**src/verilog/exec_pkg.sv**
```systemverilog
//~~~~~~~~~~~~~~~~~~~~~~~~~~~~~~
// shared widths and encodings for the execution lane
// flag vector order is N Z C V, top bit down
// opcode and condition encodings are 4 bits and fixed
//~~~~~~~~~~~~~~~~~~~~~~~~~~~~~~
`default_nettype none

package exec_pkg;

  localparam int DATA_W     = 32;
  localparam int REG_COUNT  = 16;
  localparam int REG_ADDR_W = 4;
  localparam int FLAG_W     = 4;
  localparam int SHAMT_W    = 5;  // low bits of operand b

  // bit positions inside the flag vector
  localparam int FLAG_N = 3;
  localparam int FLAG_Z = 2;
  localparam int FLAG_C = 1;
  localparam int FLAG_V = 0;

  typedef enum logic [3:0] {
    op_add   = 4'd0,
    op_sub   = 4'd1,
    op_and   = 4'd2,
    op_or    = 4'd3,
    op_xor   = 4'd4,
    op_shl   = 4'd5,
    op_shr   = 4'd6,
    op_sar   = 4'd7,
    op_sxb   = 4'd8,
    op_sxh   = 4'd9,
    op_bswap = 4'd10,
    op_movi  = 4'd11  // 12..15 unused
  } opcode_t;

  typedef enum logic [3:0] {
    cc_eq = 4'd0,
    cc_ne = 4'd1,
    cc_cs = 4'd2,
    cc_cc = 4'd3,
    cc_mi = 4'd4,
    cc_pl = 4'd5,
    cc_vs = 4'd6,
    cc_vc = 4'd7,
    cc_hi = 4'd8,
    cc_ls = 4'd9,
    cc_ge = 4'd10,
    cc_lt = 4'd11,
    cc_gt = 4'd12,
    cc_le = 4'd13,
    cc_al = 4'd14,
    cc_nv = 4'd15
  } cond_t;

endpackage

`default_nettype wire

```
**src/verilog/reg_file.sv**
```systemverilog
//~~~~~~~~~~~~~~~~~~~~~~~~~~~~~~
// 16 x 32 register file
// two combinational reads, one write per clock
// no internal bypass; a read in the write cycle sees the old word
// reset clears every register
//~~~~~~~~~~~~~~~~~~~~~~~~~~~~~~
`default_nettype none

module reg_file import exec_pkg::*; (
  input  logic                  clk,
  input  logic                  rst,
  input  logic [REG_ADDR_W-1:0] rd_addr_a,
  input  logic [REG_ADDR_W-1:0] rd_addr_b,
  output logic [DATA_W-1:0]     rd_data_a,
  output logic [DATA_W-1:0]     rd_data_b,
  input  logic                  wr_en,
  input  logic [REG_ADDR_W-1:0] wr_addr,
  input  logic [DATA_W-1:0]     wr_data
);

  logic [DATA_W-1:0] regs [REG_COUNT];

  always_ff @(posedge clk) begin
    if (rst) begin
      for (int i = 0; i < REG_COUNT; i++) begin
        regs[i] <= '0;
      end
    end else if (wr_en) begin
      regs[wr_addr] <= wr_data;
    end
  end

  assign rd_data_a = regs[rd_addr_a];
  assign rd_data_b = regs[rd_addr_b];

endmodule

`default_nettype wire

```
**src/verilog/operand_stage.sv**
```systemverilog
//~~~~~~~~~~~~~~~~~~~~~~~~~~~~~~
// operand read and issue register
// forwards the value being written this cycle over register file data
// immediate replaces operand b when issue_use_imm is set
// one cycle from issue edge to ex_ outputs
//~~~~~~~~~~~~~~~~~~~~~~~~~~~~~~
`default_nettype none

module operand_stage import exec_pkg::*; (
  input  logic                  clk,
  input  logic                  rst,
  input  logic                  issue_valid,
  input  opcode_t               issue_op,
  input  cond_t                 issue_cond,
  input  logic [REG_ADDR_W-1:0] issue_rd,
  input  logic [REG_ADDR_W-1:0] issue_ra,
  input  logic [REG_ADDR_W-1:0] issue_rb,
  input  logic [DATA_W-1:0]     issue_imm,
  input  logic                  issue_use_imm,
  output logic [REG_ADDR_W-1:0] rd_addr_a,
  output logic [REG_ADDR_W-1:0] rd_addr_b,
  input  logic [DATA_W-1:0]     rd_data_a,
  input  logic [DATA_W-1:0]     rd_data_b,
  input  logic                  fwd_en,
  input  logic [REG_ADDR_W-1:0] fwd_addr,
  input  logic [DATA_W-1:0]     fwd_data,
  output logic                  ex_valid,
  output opcode_t               ex_op,
  output cond_t                 ex_cond,
  output logic [REG_ADDR_W-1:0] ex_rd,
  output logic [DATA_W-1:0]     ex_a,
  output logic [DATA_W-1:0]     ex_b
);

  logic [DATA_W-1:0] a_val;
  logic [DATA_W-1:0] b_reg_val;
  logic [DATA_W-1:0] b_val;

  assign rd_addr_a = issue_ra;
  assign rd_addr_b = issue_rb;

  // bypass the write in flight
  assign a_val     = (fwd_en && fwd_addr == issue_ra) ? fwd_data : rd_data_a;
  assign b_reg_val = (fwd_en && fwd_addr == issue_rb) ? fwd_data : rd_data_b;
  assign b_val     = issue_use_imm ? issue_imm : b_reg_val;

  always_ff @(posedge clk) begin
    if (rst) begin
      ex_valid <= 1'b0;
    end else begin
      ex_valid <= issue_valid;
    end
  end

  // payload, qualified by ex_valid downstream
  always_ff @(posedge clk) begin
    ex_op   <= issue_op;
    ex_cond <= issue_cond;
    ex_rd   <= issue_rd;
    ex_a    <= a_val;
    ex_b    <= b_val;
  end

endmodule

`default_nettype wire

```
**src/verilog/alu.sv**
```systemverilog
//~~~~~~~~~~~~~~~~~~~~~~~~~~~~~~
// integer ALU, purely combinational
// shifts take the low 5 bits of b
// only add and sub produce C and V; other ops clear them
// sub carry is set when no borrow occurs
//~~~~~~~~~~~~~~~~~~~~~~~~~~~~~~
`default_nettype none

module alu import exec_pkg::*; (
  input  opcode_t             op,
  input  logic [DATA_W-1:0]   a,
  input  logic [DATA_W-1:0]   b,
  output logic [DATA_W-1:0]   result,
  output logic [FLAG_W-1:0]   flags
);

  logic [SHAMT_W-1:0] shamt;
  logic [DATA_W:0]    sum;
  logic [DATA_W:0]    diff;
  logic               add_ovf;
  logic               sub_ovf;
  logic               carry;
  logic               ovf;

  assign shamt = b[SHAMT_W-1:0];

  // one extra bit for carry out
  assign sum  = {1'b0, a} + {1'b0, b};
  assign diff = {1'b0, a} + {1'b0, ~b} + {{DATA_W{1'b0}}, 1'b1};

  // signed overflow
  assign add_ovf = (a[DATA_W-1] == b[DATA_W-1]) && (sum[DATA_W-1] != a[DATA_W-1]);
  assign sub_ovf = (a[DATA_W-1] != b[DATA_W-1]) && (diff[DATA_W-1] != a[DATA_W-1]);

  always_comb begin
    result = '0;
    carry  = 1'b0;
    ovf    = 1'b0;
    case (op)
      op_add: begin
        result = sum[DATA_W-1:0];
        carry  = sum[DATA_W];
        ovf    = add_ovf;
      end
      op_sub: begin
        result = diff[DATA_W-1:0];
        carry  = diff[DATA_W];
        ovf    = sub_ovf;
      end
      op_and:   result = a & b;
      op_or:    result = a | b;
      op_xor:   result = a ^ b;
      op_shl:   result = a << shamt;
      op_shr:   result = a >> shamt;
      op_sar:   result = $signed(a) >>> shamt;
      op_sxb:   result = {{(DATA_W-8){a[7]}}, a[7:0]};
      op_sxh:   result = {{(DATA_W-16){a[15]}}, a[15:0]};
      op_bswap: result = {a[7:0], a[15:8], a[23:16], a[31:24]};
      op_movi:  result = b;  // immediate pass
      default:  result = '0;
    endcase
  end

  always_comb begin
    flags         = '0;
    flags[FLAG_N] = result[DATA_W-1];
    flags[FLAG_Z] = (result == '0);
    flags[FLAG_C] = carry;
    flags[FLAG_V] = ovf;
  end

endmodule

`default_nettype wire

```
**src/verilog/exec_stage.sv**
```systemverilog
//~~~~~~~~~~~~~~~~~~~~~~~~~~~~~~
// condition test, flags register and writeback register
// cond is checked against flags left by the previous instruction
// failed cond still pulses wb_valid with wb_we low
// register write and flags update share the edge raising wb_valid
//~~~~~~~~~~~~~~~~~~~~~~~~~~~~~~
`default_nettype none

module exec_stage import exec_pkg::*; (
  input  logic                  clk,
  input  logic                  rst,
  input  logic                  ex_valid,
  input  cond_t                 ex_cond,
  input  logic [REG_ADDR_W-1:0] ex_rd,
  input  logic [DATA_W-1:0]     alu_result,
  input  logic [FLAG_W-1:0]     alu_flags,
  output logic                  wr_en,
  output logic [REG_ADDR_W-1:0] wr_addr,
  output logic [DATA_W-1:0]     wr_data,
  output logic                  wb_valid,
  output logic                  wb_we,
  output logic [REG_ADDR_W-1:0] wb_rd,
  output logic [DATA_W-1:0]     wb_data,
  output logic [FLAG_W-1:0]     wb_flags
);

  logic [FLAG_W-1:0] flags_q;
  logic              pass;

  function automatic logic cond_eval(input cond_t cond, input logic [FLAG_W-1:0] fl);
    logic n;
    logic z;
    logic c;
    logic v;
    n = fl[FLAG_N];
    z = fl[FLAG_Z];
    c = fl[FLAG_C];
    v = fl[FLAG_V];
    case (cond)
      cc_eq:   return z;
      cc_ne:   return !z;
      cc_cs:   return c;
      cc_cc:   return !c;
      cc_mi:   return n;
      cc_pl:   return !n;
      cc_vs:   return v;
      cc_vc:   return !v;
      cc_hi:   return c && !z;
      cc_ls:   return !c || z;
      cc_ge:   return n == v;
      cc_lt:   return n != v;
      cc_gt:   return !z && (n == v);
      cc_le:   return z || (n != v);
      cc_al:   return 1'b1;
      default: return 1'b0;  // cc_nv
    endcase
  endfunction

  assign pass = cond_eval(ex_cond, flags_q);

  // write port, also the forwarding source
  assign wr_en   = ex_valid && pass;
  assign wr_addr = ex_rd;
  assign wr_data = alu_result;

  always_ff @(posedge clk) begin
    if (rst) begin
      flags_q  <= '0;
      wb_valid <= 1'b0;
      wb_we    <= 1'b0;
    end else begin
      wb_valid <= ex_valid;
      wb_we    <= wr_en;
      if (wr_en) flags_q <= alu_flags;
    end
  end

  always_ff @(posedge clk) begin
    wb_rd    <= ex_rd;
    wb_data  <= alu_result;
    wb_flags <= alu_flags;  // shown even when not written
  end

endmodule

`default_nettype wire

```
**src/verilog/exec_core.sv**
```systemverilog
//~~~~~~~~~~~~~~~~~~~~~~~~~~~~~~
// execution lane top level
// fixed two cycle latency, no back-pressure
// every issue_valid gives exactly one wb_valid pulse
//~~~~~~~~~~~~~~~~~~~~~~~~~~~~~~
`default_nettype none

module exec_core import exec_pkg::*; (
  input  logic                  clk,
  input  logic                  rst,
  input  logic                  issue_valid,
  input  opcode_t               issue_op,
  input  cond_t                 issue_cond,
  input  logic [REG_ADDR_W-1:0] issue_rd,
  input  logic [REG_ADDR_W-1:0] issue_ra,
  input  logic [REG_ADDR_W-1:0] issue_rb,
  input  logic [DATA_W-1:0]     issue_imm,
  input  logic                  issue_use_imm,
  output logic                  wb_valid,
  output logic                  wb_we,
  output logic [REG_ADDR_W-1:0] wb_rd,
  output logic [DATA_W-1:0]     wb_data,
  output logic [FLAG_W-1:0]     wb_flags
);

  logic [REG_ADDR_W-1:0] rd_addr_a;
  logic [REG_ADDR_W-1:0] rd_addr_b;
  logic [DATA_W-1:0]     rd_data_a;
  logic [DATA_W-1:0]     rd_data_b;
  logic                  wr_en;
  logic [REG_ADDR_W-1:0] wr_addr;
  logic [DATA_W-1:0]     wr_data;
  logic                  ex_valid;
  opcode_t               ex_op;
  cond_t                 ex_cond;
  logic [REG_ADDR_W-1:0] ex_rd;
  logic [DATA_W-1:0]     ex_a;
  logic [DATA_W-1:0]     ex_b;
  logic [DATA_W-1:0]     alu_result;
  logic [FLAG_W-1:0]     alu_flags;

  reg_file u_reg_file (
    .clk       (clk),
    .rst       (rst),
    .rd_addr_a (rd_addr_a),
    .rd_addr_b (rd_addr_b),
    .rd_data_a (rd_data_a),
    .rd_data_b (rd_data_b),
    .wr_en     (wr_en),
    .wr_addr   (wr_addr),
    .wr_data   (wr_data)
  );

  operand_stage u_operand_stage (
    .clk           (clk),
    .rst           (rst),
    .issue_valid   (issue_valid),
    .issue_op      (issue_op),
    .issue_cond    (issue_cond),
    .issue_rd      (issue_rd),
    .issue_ra      (issue_ra),
    .issue_rb      (issue_rb),
    .issue_imm     (issue_imm),
    .issue_use_imm (issue_use_imm),
    .rd_addr_a     (rd_addr_a),
    .rd_addr_b     (rd_addr_b),
    .rd_data_a     (rd_data_a),
    .rd_data_b     (rd_data_b),
    .fwd_en        (wr_en),  // forward from the write port
    .fwd_addr      (wr_addr),
    .fwd_data      (wr_data),
    .ex_valid      (ex_valid),
    .ex_op         (ex_op),
    .ex_cond       (ex_cond),
    .ex_rd         (ex_rd),
    .ex_a          (ex_a),
    .ex_b          (ex_b)
  );

  alu u_alu (
    .op     (ex_op),
    .a      (ex_a),
    .b      (ex_b),
    .result (alu_result),
    .flags  (alu_flags)
  );

  exec_stage u_exec_stage (
    .clk        (clk),
    .rst        (rst),
    .ex_valid   (ex_valid),
    .ex_cond    (ex_cond),
    .ex_rd      (ex_rd),
    .alu_result (alu_result),
    .alu_flags  (alu_flags),
    .wr_en      (wr_en),
    .wr_addr    (wr_addr),
    .wr_data    (wr_data),
    .wb_valid   (wb_valid),
    .wb_we      (wb_we),
    .wb_rd      (wb_rd),
    .wb_data    (wb_data),
    .wb_flags   (wb_flags)
  );

endmodule

`default_nettype wire

```
**config.mk**
```make
export PLATFORM = sky130hd
export DESIGN_NAME = exec_core
export DESIGN_NICKNAME = d
export VERILOG_FILES = /design/src/verilog/exec_pkg.sv /design/src/verilog/reg_file.sv /design/src/verilog/operand_stage.sv /design/src/verilog/alu.sv /design/src/verilog/exec_stage.sv /design/src/verilog/exec_core.sv
export SDC_FILE = /design/constraint.sdc
export NUM_CORES = 2
export LEC_CHECK = 0
export BUFFER_PORTS_ARGS = -buffer_cell sky130_fd_sc_hd__buf_2
export CORE_UTILIZATION = 45
export CTS_BUF_LIST = sky130_fd_sc_hd__clkbuf_16
export CTS_CLUSTER_DIAMETER = 40
export DETAILED_ROUTE_END_ITERATION = 16
export GPL_TIMING_DRIVEN = 1
export PLACE_DENSITY = 0.62
export REMOVE_ABC_BUFFERS = 1
export SYNTH_ARGS = -nofsm -noshare
export SYNTH_HDL_FRONTEND = slang
export SYNTH_SLANG_ARGS = --single-unit
```
**constraint.sdc**
```tcl
create_clock -name clk -period 4.08 [get_ports clk]
set_clock_uncertainty 0.2 [all_clocks]
set_input_delay 1.02 -clock clk [delete_from_list [all_inputs] [get_ports clk]]
set_output_delay 1.02 -clock clk [all_outputs]
set_load 0.05 [all_outputs]
```
======== Yosys cells after proc, flatten, opt, wreduce, memory -nomap -nowiden ========
Memories as Yosys holds them, arrays and structs flattened.
Cells that the tools add are included.
storage, ports and cells
  register bits after elaboration ......... 123
  RAM bits ................................ 512
  input port bits ......................... 56
  output and inout bits ................... 42
  memories kept ........................... 1
memory list
  name             depth  width  rd ports  clocked after memory_dff  write ports  RTL line        source
  u_reg_file.regs  16     32     2         0                         16           reg_file.sv:21  logic [DATA_W-1:0] regs [REG_COUNT];
operators by class
  add/sub/neg operators ................... 3
  equality and inequality tests ........... 33
  shifts and indexed selects .............. 3
  multiplexer cells ....................... 15
  bitwise gates (word level) .............. 4
  reduce and logical (&&, ||, !) cells .... 17
operators by type and width
  kind                                                 count
  case mux 32 bit (12 select lines)                    1
  2-to-1 mux 32 bit                                    4
  adder 32 x 32 -> 33 bit                              2
  equality test 4 bit, second input constant           11
  adder 33 x 1 -> 33 bit, second input constant        1
  AND 32 bit                                           1
  equality test 4 x 3 -> 1 bit, second input constant  8
  zero test 32 bit                                     1
  NOT 32 bit                                           1
  bitwise OR 32 bit                                    1
  OR reduction 32 bit                                  1
  left shift 32 x 5 -> 32 bit                          1
  >> shifter 32 x 5 -> 32 bit                          1
  >>> shifter 32 x 5 -> 32 bit                         1
  XOR 32 bit                                           1
  equality test 4 x 2 -> 1 bit, second input constant  4
  case mux 1 bit (15 select lines)                     1
  equality test 4 x 1 -> 1 bit, second input constant  2
  equality test 4 bit                                  2
  zero test 4 bit                                      2
  logical AND 1 bit                                    7
  2-to-1 mux 1 bit                                     6
  zero test 1 bit                                      4
  2-to-1 mux 4 bit                                     1
  other kinds (4)                                      10

======== Logic depth before layout (Yosys ltp) ========
  depth in word-level cells ............... 9
  depth in mapped cells ................... 19
  gate-level depth less buffers ........... 14

======== By module ========
Synthesis repeated with hierarchy kept, for this count alone.
unflattened totals
  cell total of the unflattened synthesis .. 3667
  area, all modules ....................... 42273.0 µm²
by module, submodules not included
  module         times used  cells each  area each (µm²)
  reg_file       1           1687        26581.7
  alu            1           1562        11111.9
  operand_stage  1           286         3054.2
  exec_stage     1           132         1525.2

======== Worst setup path after synthesis ========
Ideal clock, no wire load.
  path type ............................... reg-to-reg
  start point ............................. register u_operand_stage.ex_b[2]
  end point ............................... memory u_reg_file.regs[1][10] (data pin)
  arrival ................................. 3.895 ns
  slack ................................... -0.281 ns
  stages on the path, launching flop included .. 17
  path buffers ............................ 6
  cell sequence ........................... dfxtp_1 -> buf_2 -> inv_1 -> clkbuf_1 -> buf_2 -> buf_1 -> ha_1 -> buf_2 -> a211oi_1 -> o21ai_0 -> a31oi_1 -> o32a_1 -> a21oi_1 -> nor4_1 -> a21boi_1 -> clkbuf_1 -> nor2_1
RTL lines
  item                    RTL line             source
  from (decl)             operand_stage.sv:32  output logic [DATA_W-1:0] ex_b
  from (signal assigned)  operand_stage.sv:61  ex_b <= b_val;
  to (decl)               reg_file.sv:21

======== Worst setup path after layout ========
  start point ............................. register u_operand_stage.ex_a[3]
  end point ............................... register u_exec_stage.flags_q[2]
on the way
  longest elaborated chain between the ends .. 4
  elaborated cells between the ends (all ways) .. 11
ends and longest elaborated chain
  item                                   RTL line             source
  from (decl)                            operand_stage.sv:31  output logic [DATA_W-1:0] ex_a,
  from (signal assigned)                 operand_stage.sv:60  ex_a <= a_val;
  adder 32 x 32 -> 33 bit                alu.sv:29            assign diff = {1'b0, a} + {1'b0, ~b} + {{DATA_W{1'b0}}, 1'b1};
  adder 33 x 1 -> 33 bit                 alu.sv:29
  case mux 32 bit (12 select lines) (*)  alu.sv:39            case (op)
  zero test 32 bit (*)                   alu.sv:67            flags[FLAG_Z] = (result == '0);
  to (signal assigned)                   exec_stage.sv:74     if (wr_en) flags_q <= alu_flags;
  to (decl)                              exec_stage.sv:27     logic [FLAG_W-1:0] flags_q;
Mark *: on every way between the ends. The rest lies on a longest branch, timed or not.
A chain may end at the register's enable or synchronous reset.

==> out/results.ini <==
[status]
status=finished with violations
violations=negative setup slack

[cells_and_area]
final_nets=4217
stdcell_count=5308
final_core_util_pct=57.0
drive_gt1_share_pct=35.1
syn_to_final_growth_pct=25.2

[worst_setup_path]
crit_path_frequent_cell=buf_4
timing.rr.start=u_operand_stage.ex_a[3]
crit_type=reg2reg
reg2reg_to=u_exec_stage.flags_q[2]
reg2reg_slack_ns=-0.05
slowest_delay_ns=0.62
slowest_stage=o21ai_0
cp-end-kind=register
critPathTopFamily=compound AO/OA/AOI/OAI gates
crit_buf_inv=4
start_kind=register
cp.arrival_ns=4.54
crit_chain=buf_4 > o21ai_0 > a31oi_1 > a31oi_1 > o21ai_0 > nor4_2 > buf_4 > and4_1 > nand4_1 > nor4_2 > buf_4 > nand3_4 > nor4_4 > buf_4 > a41o_1
crit_fanout=11
ff2ff_path_depth=15
cp_data_required_time_ns=4.49

[drt]
drc=0
num_vias=35400
drtPass1Iterations=6
wl_per_cell_um=34.5
wirelength_mm=183
avgViaCountPerCell=6.67
ant_nets=0
drtIter0Drc=4659

[grt]
met2_usage_pct=64.0
grtUsageTotal_pct=40.1
met1_usage_pct=50.7
grt_max_degree=64
antenna_found_initial=9
met3_usage_pct=6.92
gr-total-overflow=0
grt_pass1_wl_mm=255
top_usage_layer=met2
grt_pass1_vias=34500

[hold_path]
hold_path_end=u_operand_stage.ex_rd[1]
whs_path_depth=1
hold_path.class=in2reg
hold_start=issue_rd[1]

[die]
die_w_um=301
die_h_um=301
core_area_um2=88500
ios=98
num_rows=109
start_util_pct=45.6
dieArea_um2=90800

[logic_synthesis]
ys_top_cells_by_area=edfxtp_1 38%, mux4_2 20%, nor2_1 6.4%
synth.distinct_cells=104
synth_cells=3597
ys_async_sr_fraction_pct=0
synth-seq-cells=634
synth_area_per_cell_um2=11.2
synth_top_cell_area_share_pct=38.1
synth_common_cells=687 x nor2_1, 512 x edfxtp_1, 361 x mux4_2
synth_edf_count=512
synth_seq_area_share_pct=44.2
ys.flop_type=edfxtp_1
yosys_warnings=0
post-synth-top-count-cell=nor2_1
yosysTopAreaCell=edfxtp_1
syn_area_um2=40300

[power]
seq_power_share_pct=32.8
p_int_uw=15000
p_comb_share_pct=33.3
leakagePower_uw=0.0195
netSwitchingPower_uw=8230
p_clk_share_pct=33.9
peakVddDrop_v=0.000345
switching_share_pct=35.4
p_per_area_nw_per_um2=460
power.total_uw=23200

[timing]
layout_setup_ws_ns=-0.0536
timing.fmax_mhz=242
finalCritPeriodShare_pct=101
setup_viol=2
slew_viol_final=0
hold_ws_ns=0.257
tightest_slew_ns=1.11
min_period_ns=4.13
maxSlewHeadroom_pct=25.8
finalSetupTns_ns=-0.0980
rsz0062_at_grt=yes
hold_viol=0

[flow_run]
drv_cap=0

[clocking]
clk_pin_slew_ns=0.06
htreeDepth=3
insertion_delay_ns=0.67
cts_root_buf=clkbuf_16
cts_tree=yes
clock-sinks=634
cts-hold-fix-buffers=0
cts_buffers=90
cts.path.max_buffers=3

[place]
dp.cells=5108
gp_congestion=1.07
place.port_buffers=97
dp_hpwl_mm=130

[worst reg2reg max path: stages, from the launching register on]
cell     delay, ns
dfxtp_1       0.30
buf_4         0.19
o21ai_0       0.63
a31oi_1       0.40
a31oi_1       0.29
o21ai_0       0.14
nor4_2        0.19
buf_4         0.17
and4_1        0.20
nand4_1       0.19
nor4_2        0.28
buf_4         0.18
nand3_4       0.09
nor4_4        0.29
buf_4         0.18
a41o_1        0.14
[metrics by stage]
step                      area, um^2  setup WS, ns
after floorplan                38800         -4.04
after global placement         46500        -0.448
after detailed placement       46500        -0.454
after CTS                      49800       0.00374
after global routing           50500       -0.0987
final                          50500       -0.0536
[kinds of logic (layout without fill, tap and decap cells)]
family / count (synthesis) / after routing / share of synthesized area, %
adder cells (fa/ha/maj): 100 / 100 / 3.14
AO/OA/AOI/OAI: 668 / 668 / 11.0
flip-flops: 634 / 634 / 44.2
other: 0 / 4 / 0
AND/OR/NAND/NOR: 1214 / 1214 / 13.3
XOR/XNOR: 27 / 27 / 0.586
multiplexers: 461 / 461 / 22.8
buffers and inverters: 493 / 1035 / 5.02
[layout by cell type, fill, tap and decap left out, types with 24 or more instances in the layout]
cell         n
nor3_1      42
ha_1        94
nand3_1     43
nor2_1     684
o21ai_0    130
mux2_2      30
nor2b_1     30
buf_2       91
mux2i_1     55
clkbuf_16   94
edfxtp_1   512
nand2_1    194
nand2b_1    24
a21oi_1    152
buf_4      544
o211ai_1    30
mux4_2     361
inv_1      138
buf_12      75
o22ai_1     37
dfxtp_1    111
[power by group through the flow]
stage	clock network (uW)	logic, uW	registers (uW)
after floorplan	0	2970	8150
after global placement	0	7220	7710
after detailed placement	0	7170	7730
after CTS	7930	7290	7600
after global routing	8190	7960	7640
final	7880	7740	7610
[final cells by class]
| type | count | area, um^2 |
|---|---|---|
| multi-input combinational | 2470 | 21300 |
| antenna | 4 | 10.0 |
| inverter | 140 | 526 |
| tap | 1165 | 1460 |
| timing repair buffer | 725 | 6250 |
| fill | 7441 | 38000 |
| clock inverter | 77 | 767 |
| clock buffer | 93 | 2330 |
| sequential | 634 | 17800 |
[registers in the layout, summed over array words and instances, names as in the netlist]
register,flops
u_operand_stage.ex_b,32
u_operand_stage.ex_rd,4
u_operand_stage.ex_valid,1
u_exec_stage.flags_q,4
u_operand_stage.ex_cond,4
u_exec_stage.wb_data,32
u_exec_stage.wb_flags,3
u_reg_file.regs,512
u_exec_stage.wb_we,1
u_operand_stage.ex_a,32
u_exec_stage.wb_rd,4
u_exec_stage.wb_valid,1
u_operand_stage.ex_op,4
[what timing repair did]
action	in CTS	in global routing
pin swaps	14	29
cloned	0	1
setup endpoints to repair	88	56
setup buffers	7	18
resized for setup	34	84
[per-layer routing]
layer	routed length (um)	share of wire, %	vias up
li1	-	-	14600
met1	66200	36	17700
met2	85100	46	2563
met3	18100	9.9	637
met4	13700	7.5	4
met5	40	0.022	-
[worst max-delay path by stage]
stage / start / end / slack [ns] / depth (start not counted)
2_1_floorplan: u_operand_stage.ex_b[1] / u_exec_stage.flags_q[2] / -4.04 / 13
3_3_place_gp: u_operand_stage.ex_a[0] / u_exec_stage.flags_q[2] / -0.45 / 19
3_5_place_dp: u_operand_stage.ex_a[0] / u_exec_stage.flags_q[2] / -0.45 / 19
4_1_cts: u_operand_stage.ex_b[0] / u_exec_stage.flags_q[2] / 0.004 / 16
5_1_grt: u_operand_stage.ex_b[1] / u_exec_stage.flags_q[2] / -0.1 / 17
6_report: u_operand_stage.ex_a[3] / u_exec_stage.flags_q[2] / -0.05 / 15
Note: power is estimated with default switching activity, not from simulation.
